### config.mk
export PLATFORM = sky130hd
export DESIGN_NAME = axi_lpi_bridge
export DESIGN_NICKNAME = d
export VERILOG_FILES = /design/src/common/lpi_bridge_pkg.sv /design/src/rtl/axi_lpi_bridge.sv /design/src/rtl/lpi_resp_router.sv /design/src/rtl/small_fifo.sv /design/src/rtl/lpi_req_arbiter.sv
export VERILOG_INCLUDE_DIRS = /design/src /design/src/common
export SDC_FILE = /design/constraint.sdc
export NUM_CORES = 1
export LEC_CHECK = 0
export BUFFER_PORTS_ARGS = -buffer_cell sky130_fd_sc_hd__buf_4
export CAP_MARGIN = 10
export CORE_MARGIN = 1
export CORE_UTILIZATION = 49
export CTS_CLUSTER_SIZE = 16
export DETAILED_ROUTE_END_ITERATION = 6
export PLACE_DENSITY = 0.77
export SYNTH_ARGS = -nofsm -noshare
export SYNTH_HDL_FRONTEND = slang
export SYNTH_SLANG_ARGS = --single-unit
### constraint.sdc
create_clock -name clk -period 4.95 [get_ports clk]
set_clock_uncertainty 0.05 [all_clocks]
set_input_delay 0.495 -clock clk [delete_from_list [all_inputs] [get_ports clk]]
set_output_delay 0.495 -clock clk [all_outputs]
set_load 0.02 [all_outputs]
### src/common/lpi_bridge_consts.svh
`ifndef LPI_BRIDGE_CONSTS_SVH
`define LPI_BRIDGE_CONSTS_SVH

// ***************************************************************************
// Bus widths
// ***************************************************************************

// Byte address on both the AXI and the LPI side
`define LPI_ADDR_W 32

// One data beat, strobes are derived from this
`define LPI_DATA_W 32

// Transaction id, carried through to R and B unchanged
`define LPI_ID_W 4

// ***************************************************************************
// Buffer depths
// ***************************************************************************

// Request FIFO between arbiter and LPI request port
`define LPI_REQ_DEPTH 2

// Response FIFO between LPI response port and router
`define LPI_RESP_DEPTH 3

`endif
### src/common/lpi_bridge_pkg.sv
`include "lpi_bridge_consts.svh"

package lpi_bridge_pkg;

  // Bytes in one data beat, used for strobes and address stepping
  localparam int unsigned BEAT_BYTES = `LPI_DATA_W / 8;

  // ***************************************************************************
  // AXI encodings
  // ***************************************************************************

  // WRAP is accepted but stepped like INCR
  typedef enum logic [1:0] {
    BURST_FIXED = 2'b00,
    BURST_INCR  = 2'b01,
    BURST_WRAP  = 2'b10
  } axi_burst_e;

  typedef enum logic [1:0] {
    RESP_OKAY   = 2'b00,
    RESP_EXOKAY = 2'b01,
    RESP_SLVERR = 2'b10,
    RESP_DECERR = 2'b11
  } axi_resp_e;

  // ***************************************************************************
  // AXI channels
  // ***************************************************************************

  // Shared by AR and AW
  typedef struct packed {
    logic [`LPI_ID_W-1:0]   id;
    logic [`LPI_ADDR_W-1:0] addr;
    logic [7:0]             len;
    logic [2:0]             size;
    axi_burst_e             burst;
  } axi_addr_t;

  typedef struct packed {
    logic [`LPI_DATA_W-1:0] data;
    logic [BEAT_BYTES-1:0]  strb;
    logic                   last;
  } axi_wbeat_t;

  typedef struct packed {
    logic [`LPI_ID_W-1:0]   id;
    logic [`LPI_DATA_W-1:0] data;
    axi_resp_e              resp;
    logic                   last;
  } axi_rbeat_t;

  typedef struct packed {
    logic [`LPI_ID_W-1:0] id;
    axi_resp_e            resp;
  } axi_bresp_t;

  // ***************************************************************************
  // LPI packets
  // ***************************************************************************

  // One packet per read burst, one per write beat
  typedef struct packed {
    logic [`LPI_ID_W-1:0]   id;
    logic                   write;
    logic [`LPI_ADDR_W-1:0] addr;
    logic [7:0]             len;
    logic [2:0]             size;
    axi_burst_e             burst;
    logic [BEAT_BYTES-1:0]  strb;
    logic [`LPI_DATA_W-1:0] data;
    logic                   last;
  } lpi_req_t;

  typedef struct packed {
    logic [`LPI_ID_W-1:0]   id;
    logic                   write;
    axi_resp_e              resp;
    logic [`LPI_DATA_W-1:0] data;
    logic                   last;
  } lpi_resp_t;

endpackage

### src/rtl/axi_lpi_bridge.sv
`include "lpi_bridge_consts.svh"

module axi_lpi_bridge (
  input  logic                       clk,
  input  logic                       rst_n,
  // AXI read address
  input  lpi_bridge_pkg::axi_addr_t  ar,
  input  logic                       ar_valid,
  output logic                       ar_ready,
  // AXI write address and data
  input  lpi_bridge_pkg::axi_addr_t  aw,
  input  logic                       aw_valid,
  output logic                       aw_ready,
  input  lpi_bridge_pkg::axi_wbeat_t w,
  input  logic                       w_valid,
  output logic                       w_ready,
  // AXI responses
  output lpi_bridge_pkg::axi_rbeat_t r,
  output logic                       r_valid,
  input  logic                       r_ready,
  output lpi_bridge_pkg::axi_bresp_t b,
  output logic                       b_valid,
  input  logic                       b_ready,
  // LPI request and response ports
  output lpi_bridge_pkg::lpi_req_t   lpi_req,
  output logic                       lpi_req_valid,
  input  logic                       lpi_req_ready,
  input  lpi_bridge_pkg::lpi_resp_t  lpi_resp,
  input  logic                       lpi_resp_valid,
  output logic                       lpi_resp_ready
);

  import lpi_bridge_pkg::*;

  lpi_req_t  req_in;
  logic      req_in_valid;
  logic      req_in_ready;
  lpi_resp_t resp_out;
  logic      resp_out_valid;
  logic      resp_out_ready;

  lpi_req_arbiter req_arbiter_inst (
    .clk       (clk),
    .rst_n     (rst_n),
    .ar        (ar),
    .ar_valid  (ar_valid),
    .ar_ready  (ar_ready),
    .aw        (aw),
    .aw_valid  (aw_valid),
    .aw_ready  (aw_ready),
    .w         (w),
    .w_valid   (w_valid),
    .w_ready   (w_ready),
    .req       (req_in),
    .req_valid (req_in_valid),
    .req_ready (req_in_ready)
  );

  small_fifo #(
    .payload_t (lpi_req_t),
    .DEPTH     (`LPI_REQ_DEPTH)
  ) req_fifo_inst (
    .clk       (clk),
    .rst_n     (rst_n),
    .in_data   (req_in),
    .in_valid  (req_in_valid),
    .in_ready  (req_in_ready),
    .out_data  (lpi_req),
    .out_valid (lpi_req_valid),
    .out_ready (lpi_req_ready)
  );

  small_fifo #(
    .payload_t (lpi_resp_t),
    .DEPTH     (`LPI_RESP_DEPTH)
  ) resp_fifo_inst (
    .clk       (clk),
    .rst_n     (rst_n),
    .in_data   (lpi_resp),
    .in_valid  (lpi_resp_valid),
    .in_ready  (lpi_resp_ready),
    .out_data  (resp_out),
    .out_valid (resp_out_valid),
    .out_ready (resp_out_ready)
  );

  lpi_resp_router resp_router_inst (
    .resp       (resp_out),
    .resp_valid (resp_out_valid),
    .resp_ready (resp_out_ready),
    .r          (r),
    .r_valid    (r_valid),
    .r_ready    (r_ready),
    .b          (b),
    .b_valid    (b_valid),
    .b_ready    (b_ready)
  );

endmodule

### src/rtl/lpi_resp_router.sv
module lpi_resp_router (
  input  lpi_bridge_pkg::lpi_resp_t  resp,
  input  logic                       resp_valid,
  output logic                       resp_ready,
  output lpi_bridge_pkg::axi_rbeat_t r,
  output logic                       r_valid,
  input  logic                       r_ready,
  output lpi_bridge_pkg::axi_bresp_t b,
  output logic                       b_valid,
  input  logic                       b_ready
);

  // ***************************************************************************
  // Channel select
  // ***************************************************************************

  // The head decides the channel, so responses leave in arrival order
  assign r_valid = resp_valid & ~resp.write;
  assign b_valid = resp_valid & resp.write;

  // Pop with the ready of the channel that owns the head
  assign resp_ready = resp.write ? b_ready : r_ready;

  // ***************************************************************************
  // Payload mapping
  // ***************************************************************************

  // Read beat keeps the last flag from the slave
  always_comb begin
    r.id   = resp.id;
    r.data = resp.data;
    r.resp = resp.resp;
    r.last = resp.last;
  end

  // One B response per write burst and no data
  always_comb begin
    b.id   = resp.id;
    b.resp = resp.resp;
  end

endmodule

### src/rtl/small_fifo.sv
module small_fifo #(
  parameter type         payload_t = logic,
  parameter int unsigned DEPTH     = 2
) (
  input  logic     clk,
  input  logic     rst_n,
  input  payload_t in_data,
  input  logic     in_valid,
  output logic     in_ready,
  output payload_t out_data,
  output logic     out_valid,
  input  logic     out_ready
);

  localparam int unsigned PTR_W = (DEPTH > 1) ? $clog2(DEPTH) : 1;
  localparam int unsigned CNT_W = $clog2(DEPTH + 1);

  payload_t         mem [DEPTH];
  logic [PTR_W-1:0] wr_ptr;
  logic [PTR_W-1:0] rd_ptr;
  logic [CNT_W-1:0] count;
  logic             push;
  logic             pop;

  // Full refuses a push even in a cycle that pops
  assign in_ready  = (count < CNT_W'(DEPTH));
  assign out_valid = (count != '0);
  assign out_data  = mem[rd_ptr];

  assign push = in_valid & in_ready;
  assign pop  = out_valid & out_ready;

  always_ff @(posedge clk) begin
    if (push) begin
      mem[wr_ptr] <= in_data;
    end
  end

  // ***************************************************************************
  // Pointers and occupancy
  // ***************************************************************************

  always_ff @(posedge clk or negedge rst_n) begin
    if (!rst_n) begin
      wr_ptr <= '0;
      rd_ptr <= '0;
      count  <= '0;
    end else begin
      if (push) begin
        wr_ptr <= (wr_ptr == PTR_W'(DEPTH - 1)) ? '0 : wr_ptr + 1'b1;
      end
      if (pop) begin
        rd_ptr <= (rd_ptr == PTR_W'(DEPTH - 1)) ? '0 : rd_ptr + 1'b1;
      end
      case ({push, pop})
        2'b10:   count <= count + 1'b1;
        2'b01:   count <= count - 1'b1;
        default: count <= count;
      endcase
    end
  end

  // A full FIFO never moves its write pointer
  a_no_push_full: assert property (@(posedge clk) disable iff (!rst_n)
    (count == CNT_W'(DEPTH)) |=> $stable(wr_ptr))
    else $error("push accepted while FIFO full");

  // Head word must hold until it is taken
  a_head_stable: assert property (@(posedge clk) disable iff (!rst_n)
    (out_valid && !out_ready) |=> (out_valid && $stable(out_data)))
    else $error("FIFO head changed while stalled");

endmodule

### src/rtl/lpi_req_arbiter.sv
`include "lpi_bridge_consts.svh"

module lpi_req_arbiter (
  input  logic                       clk,
  input  logic                       rst_n,
  input  lpi_bridge_pkg::axi_addr_t  ar,
  input  logic                       ar_valid,
  output logic                       ar_ready,
  input  lpi_bridge_pkg::axi_addr_t  aw,
  input  logic                       aw_valid,
  output logic                       aw_ready,
  input  lpi_bridge_pkg::axi_wbeat_t w,
  input  logic                       w_valid,
  output logic                       w_ready,
  output lpi_bridge_pkg::lpi_req_t   req,
  output logic                       req_valid,
  input  logic                       req_ready
);

  import lpi_bridge_pkg::*;

  localparam int unsigned BEAT_SHIFT = $clog2(BEAT_BYTES);

  logic                   rd_pend;
  logic                   wr_pend;
  logic                   sel_wr;
  logic                   rd_hs;
  logic                   wr_hs;
  logic                   grant_wr;
  logic                   wr_busy;
  logic [7:0]             beat_cnt;
  logic [`LPI_ADDR_W-1:0] beat_offset;
  logic [`LPI_ADDR_W-1:0] wr_addr;

  assign rd_pend = ar_valid;
  assign wr_pend = aw_valid & w_valid;

  // Inside a write burst the write keeps the grant, otherwise the side
  // that was not served last wins a tie
  assign sel_wr = wr_busy | (wr_pend & (~rd_pend | ~grant_wr));

  assign ar_ready = ~sel_wr & req_ready;
  assign w_ready  = sel_wr & aw_valid & req_ready;
  // AW is held by the master until the last W beat goes through
  assign aw_ready = w_ready & w_valid & w.last;

  assign rd_hs = ar_valid & ar_ready;
  assign wr_hs = w_valid & w_ready;

  assign req_valid = sel_wr ? wr_pend : rd_pend;

  // ***************************************************************************
  // Per-beat write address
  // ***************************************************************************

  assign beat_offset = {{(`LPI_ADDR_W - 8){1'b0}}, beat_cnt} << BEAT_SHIFT;
  assign wr_addr     = (aw.burst == BURST_FIXED) ? aw.addr : aw.addr + beat_offset;

  always_ff @(posedge clk or negedge rst_n) begin
    if (!rst_n) begin
      grant_wr <= 1'b0;
      wr_busy  <= 1'b0;
      beat_cnt <= '0;
    end else if (wr_hs) begin
      grant_wr <= 1'b1;
      if (w.last) begin
        wr_busy  <= 1'b0;
        beat_cnt <= '0;
      end else begin
        wr_busy  <= 1'b1;
        beat_cnt <= beat_cnt + 8'd1;
      end
    end else if (rd_hs) begin
      grant_wr <= 1'b0;
    end
  end

  // ***************************************************************************
  // Request packet
  // ***************************************************************************

  always_comb begin
    req.write = sel_wr;
    if (sel_wr) begin
      req.id    = aw.id;
      req.addr  = wr_addr;
      req.len   = aw.len;
      req.size  = aw.size;
      req.burst = aw.burst;
      req.strb  = w.strb;
      req.data  = w.data;
      req.last  = w.last;
    end else begin
      req.id    = ar.id;
      req.addr  = ar.addr;
      req.len   = ar.len;
      req.size  = ar.size;
      req.burst = ar.burst;
      // A read is a single packet for the whole burst
      req.strb  = '0;
      req.data  = '0;
      req.last  = 1'b1;
    end
  end

  // An open write burst must keep reads out until its last beat
  a_burst_held: assert property (@(posedge clk) disable iff (!rst_n)
    (wr_hs && !w.last) |=> !ar_ready)
    else $error("read granted inside a write burst");

endmodule

# Word-level counts from Yosys, hierarchy flattened
# Memories as Yosys holds them, arrays and structs flattened.
# Index checks and enable logic that the tools add are counted.
totals:
  ram_bits: 294
  reg_bits: 20
  in_bits: 184
  word_cells: 74
  n_memories: 2
  rom_bits: 0
  latchBits: 0
op_classes:
  div_mod_pow: 0
  n_shift: 0
  n_addsub: 10
  n_bitwise: 20
  mul: 0
  mux: 19
  n_eq_ne: 6
  order_cmp: 2
  n_reduce_logical: 6
mem_list:
  columns: ["memory", "words", "word_bits", "read_ports", "rd_clocked_by_memory_dff", "write_ports", "line_no", "rtl"]
  rows:
  - ["req_fifo_inst.mem", 2, 87, 1, 0, 1, "small_fifo.sv:18", "payload_t mem [DEPTH];"]
  - ["resp_fifo_inst.mem", 3, 40, 1, 0, 1, "small_fifo.sv:18", null]
op_table:
  columns: ["op", "count"]
  rows:
  - ["$mux W82", 1]
  - ["$add A32 B10 Y32", 1]
  - ["$mux W32", 1]
  - ["$and A1 B1 Y1", 14]
  - ["$mux W1", 11]
  - ["$reduce_bool A2 Y1", 5]
  - ["$add A2 B1 Y2 const B", 4]
  - ["$add A8 B1 Y8 const B", 1]
  - ["$eq A2 B2 Y1 const B", 4]
  - ["$mux W8", 1]
  - ["$pmux W2 S2", 2]
  - ["$eq A2 B1 Y1 const B", 2]
  - ["$lt A2 B2 Y1 const B", 2]
  - ["$mux W2", 2]
  - ["$mux W4", 1]
  - ["$not A1 Y1", 4]
  - ["$sub A2 B1 Y2 const B", 2]
  - ["$add A1 B1 Y1 const B", 2]
  - ["$logic_not A2 Y1", 1]
  - ["$or A1 B1 Y1", 2]

# Longest topological paths before layout
logic_depth:
  depth_word: 9
  depth_mapped: 9

# Cells and area by module
# Synthesis repeated with hierarchy kept, for this count alone.
unflattened:
  hier_cells: 993
  area_unflattened_um2: 13897.1
by_module_without_submodules:
  columns: ["mod", "n_inst", "area_per_inst_um2", "seq_area_each_um2", "cells_each"]
  rows:
  - ["small_fifo (req_fifo_inst)", 1, 6545.0, 5325.1, 288]
  - ["small_fifo (resp_fifo_inst)", 1, 4723.3, 3753.6, 280]
  - ["lpi_req_arbiter", 1, 2259.7, 250.2, 377]
  - ["lpi_resp_router", 1, 369.1, 0.0, 48]

# Worst setup path after synthesis
# OpenSTA, ideal clock, no wires.
synth_timing:
  path_type: "in2reg"
  start: "input port aw_valid"
  end: "memory req_fifo_inst.mem[0][0] (netlist name) (enable)"
  setup_ns: 0.533
  stages: 3
  path_buffers: 0
  arrival_time_ns: 4.360
  setup_slack_ns: 0.007
  required_time_ns: 4.367
  cell_sequence: "a22o_1 -> nand2_1 -> nor2_1"
synth_between:
  elab_chain_len: 7
synth_rtl:
  columns: ["item", "line_no", "rtl"]
  rows:
  - ["start, declared", "axi_lpi_bridge.sv:12", "input logic aw_valid,"]
  - ["$and A1 B1 Y1 (*)", "lpi_req_arbiter.sv:36", "assign wr_pend = aw_valid & w_valid;"]
  - ["$and A1 B1 Y1", "lpi_req_arbiter.sv:40", "assign sel_wr = wr_busy | (wr_pend & (~rd_pend | ~grant_wr));"]
  - ["$or A1 B1 Y1", "lpi_req_arbiter.sv:40", null]
  - ["$mux W1 (*)", "lpi_req_arbiter.sv:50", "assign req_valid = sel_wr ? wr_pend : rd_pend;"]
  - ["$and A1 B1 Y1 (*)", "small_fifo.sv:30", "assign push = in_valid & in_ready;"]
  - ["$mux W1 (*)", "small_fifo.sv:34", "if (push) begin"]
  - ["$mux W1 (not written as such) (*)", "small_fifo.sv:35", "mem[wr_ptr] <= in_data;"]
  - ["end, declared", "small_fifo.sv:18", null]
# Mark *: on every way between the ends. The rest lies on a longest branch, timed or not.

==> results by group <==
Status
  • Status: complete, no violations

Floorplanning
  • Chip height: 168 µm
  • Horiz. Die Dim: around 170 µm
  • Starting Density: 0.499
  • Die area: between 0.02 and 0.03 mm²
  • I/O pin count: approximately 320
  • Core Area: approximately 0.027 mm²
  • Core Rows: 60

Place
  • Port Buf Inserts: 322
  • RD Place Congestion: 0.868
  • Post-DP HPWL: between 20,000 and 25,000 µm

Global routing
  • Pin count of the biggest net entering global routing: around 80
  • Vias in the first global route: between 8,000 and 9,000
  • Initial antenna violation count: 0
  • First-pass GRT wire length: around 47,000 µm
  • GR Util All Layers: 0.220
  • GRT overflow: 0

Yosys
  • Yosys warnings: 0
  • Seq/Total Area, Yosys: 0.694
  • Gate count after technology mapping: 941
  • Async set or reset register ratio after synthesis: 0.0637
  • Post-synth EDFFs: a little under 300
  • Main flop type after synthesis: edfxtp_1
  • Avg Cell Area, Syn: around 14 µm²
  • Seq cells post-synth: 314
  • Count of cell types in the netlist: 49
  • Synthesized area: 0.0134 mm²
  • Synth Net Count: approximately 1,100

Timing
  • Final min period: 3200 ps
  • Rel. slew slack: 0.311
  • Final Hold Viols: 0
  • Unrepaired setup endpoints after global routing: no
  • Ratio of final minimum period to clock period: 0.647
  • Total negative slack: 0 ps
  • Finish-stage setup viols: 0
  • Max-slew violations: 0
  • Max Fclk: around 0.31 GHz
  • Slew @ Worst Pin: roughly 1000 ps

Worst setup path
  • Nature of the critical path startpoint: flop
  • Crit end category: primary output
  • CP arrival: roughly 2700 ps
  • Crit path max fanout: 69
  • Kind of critical path: reg -> out
  • Reg2Reg Depth: 7
  • Critical Path RT: about 4400 ps

Job
  • Max_cap viols: 0

Clock network
  • CTS H-tree depth: 2
  • CTS Buf Count: 34
  • Longest Clk Path Bufs: 3
  • Worst-Skew Late Latency: ~490 ps
  • Cells resized by post-CTS repair: 0
  • Reg clk slew, reported paths: around 60 ps
  • CTS tree: yes
  • Clock sink total: roughly 310
  • CTS Root Cell: clkbuf_16

Final layout
  • Nets: between 1,000 and 1,500
  • Layout Area Growth over Synthesis: 28.9%
  • Antenna Cells: 0
  • Register area: between 0.009 and 0.01 mm²
  • Fill count: between 1,500 and 2,000
  • Area of the multi-input gates: between 0.003 and 0.004 mm²
  • Layout cell share with drive strength beyond 1: 0.387

Drt
  • DRT Pass-1 Iters: 5
  • Final WL: slightly above 30,000 µm
  • Number of DRC markers in iteration 0: around 600
  • Vias per cell: between 5 and 6
  • Vias: 8,714
  • Drt drc: 0
  • Antenna-violating nets left: 0
  • Drt wl/cell: approximately 19 µm

Pwr
  • Pwr Total: 10.3 mW
  • Maximum vdd ir drop: between 0.0005 and 0.0006 V
  • Pwr per Cell Area: 593 mW/mm²
  • Leakage: approximately 6.7 nW

Min path
  • Hold Path Class: in -> reg
  • WHS Path Cells: 1
-- final timing paths --
check,to,slack (ps),startpoint
worst max-delay path,lpi_req[51],1750,req_fifo_inst.rd_ptr$_DFFE_PN0P_
worst min-delay path,resp_fifo_inst.mem[1][13]$_DFFE_PP_,120,lpi_resp[13]
worst max register to register,req_fifo_inst.mem[0][78]$_DFFE_PP_,2210,req_arbiter_inst.beat_cnt[0]$_DFFE_PN0P_
worst min register to register,req_fifo_inst.count[0]$_DFFE_PN0P_,470,req_fifo_inst.count[0]$_DFFE_PN0P_
max in group asynchronous,req_fifo_inst.rd_ptr$_DFFE_PN0P_,4230,rst_n
min in group asynchronous,req_arbiter_inst.beat_cnt[3]$_DFFE_PN0P_,390,rst_n
-- per-layer routing --
metal  GRT usage  wire [µm]  vias to the layer above
li1            -          -                     4156
met4      0.0933       1210                        0
met2       0.365      14900                      330
met5           0          0                        -
met3      0.0773       2930                       70
met1       0.259      12100                     4158
-- worst max-delay path: stages (launching register included) --
cell	delay [ps]
dfrtp_4	1090
buf_4	440
mux2_2	400
buf_4	160
-- logic make-up after synthesis --
family / count (synthesis) / share of synthesized area
buffers and inverters: 56 / 0.0173
AO/OA/AOI/OAI: 131 / 0.0585
adder cells (fa/ha/maj): 12 / 0.0117
XOR/XNOR: 22 / 0.0143
AND/OR/NAND/NOR: 269 / 0.0938
flip-flops: 314 / 0.694
multiplexers: 137 / 0.110
-- registers in the layout (all words and copies together) (netlist names) --
name	cells
req_arbiter_inst.grant_wr	1
resp_fifo_inst.wr_ptr	2
req_fifo_inst.wr_ptr	1
req_fifo_inst.rd_ptr	1
resp_fifo_inst.rd_ptr	2
req_arbiter_inst.beat_cnt	8
req_arbiter_inst.wr_busy	1
resp_fifo_inst.mem	120
resp_fifo_inst.count	2
req_fifo_inst.count	2
req_fifo_inst.mem	174
-- synth_stat cells (6+ instances only) --
| cell type | n | area share |
|---|---|---|
| edfxtp_1 | 294 | 0.66 |
| nor2_1 | 37 | 0.010 |
| nor3_1 | 12 | 0.0045 |
| or3_1 | 7 | 0.0033 |
| o21ai_0 | 63 | 0.023 |
| xnor2_1 | 13 | 0.0085 |
| clkbuf_1 | 36 | 0.010 |
| a21oi_1 | 19 | 0.0071 |
| ha_1 | 11 | 0.010 |
| a31oi_1 | 11 | 0.0051 |
| o2111ai_1 | 7 | 0.0046 |
| xor2_1 | 9 | 0.0059 |
| o211ai_1 | 8 | 0.0045 |
| nand2_1 | 137 | 0.038 |
| mux2_2 | 91 | 0.076 |
| buf_4 | 6 | 0.0033 |
| and2_1 | 40 | 0.019 |
| nand3_1 | 11 | 0.0041 |
| mux2i_1 | 46 | 0.034 |
| inv_1 | 8 | 0.0022 |
| dfrtp_1 | 20 | 0.037 |
-- timing repair --
item	CTS	global route
setup buffers	0	0
endpoints found under the hold margin	20	0
hold buffers	1	0
-- power breakdown --
group / internal, mW / switching [mW] / leakage [nW] / total, mW
clock network: 1.48 / 0.986 / 0.531 / 2.46
logic: 1.59 / 2.28 / 3.22 / 3.87
registers: 3.66 / 0.286 / 2.93 / 3.95
total: 6.73 / 3.55 / 6.68 / 10.3
-- metrics by stage --
step	worst slack, ps	utilization	std cells	cell area [µm²]	hold slack [ps]
after floorplan	6.64	-	941	13400	149
after global placement	2100	0.602	1569	16200	340
after detailed placement	2030	0.602	1569	16200	343
after CTS	1700	0.643	1631	17300	98.8
after global routing	1660	0.643	1631	17300	98.7
final	1750	0.643	1631	17300	118
-- layout make-up --
type                       instances  area share
clock inverter                    22      0.0132
inverter                           9     0.00195
multi-input combinational        571       0.226
clock buffer                      39      0.0502
tap                              341      0.0246
sequential                       314       0.539
timing repair buffer             335       0.145
-- layout by cell type, fill, tap and decap left out, types with 8 or more instances in the layout --
cell type	netlist	routed
a21oi_1	19	19
a31oi_1	11	11
and2_1	40	40
buf_4	6	334
clkbuf_16	0	34
dfrtp_1	20	17
edfxtp_1	294	294
ha_1	11	11
inv_1	8	8
mux2_2	91	91
mux2i_1	46	46
nand2_1	137	137
nand3_1	11	11
nor2_1	37	36
nor3_1	12	11
o211ai_1	8	8
o21ai_0	63	63
xnor2_1	13	13
xor2_1	9	9
No activity file was read; power rests on OpenSTA's default activity.
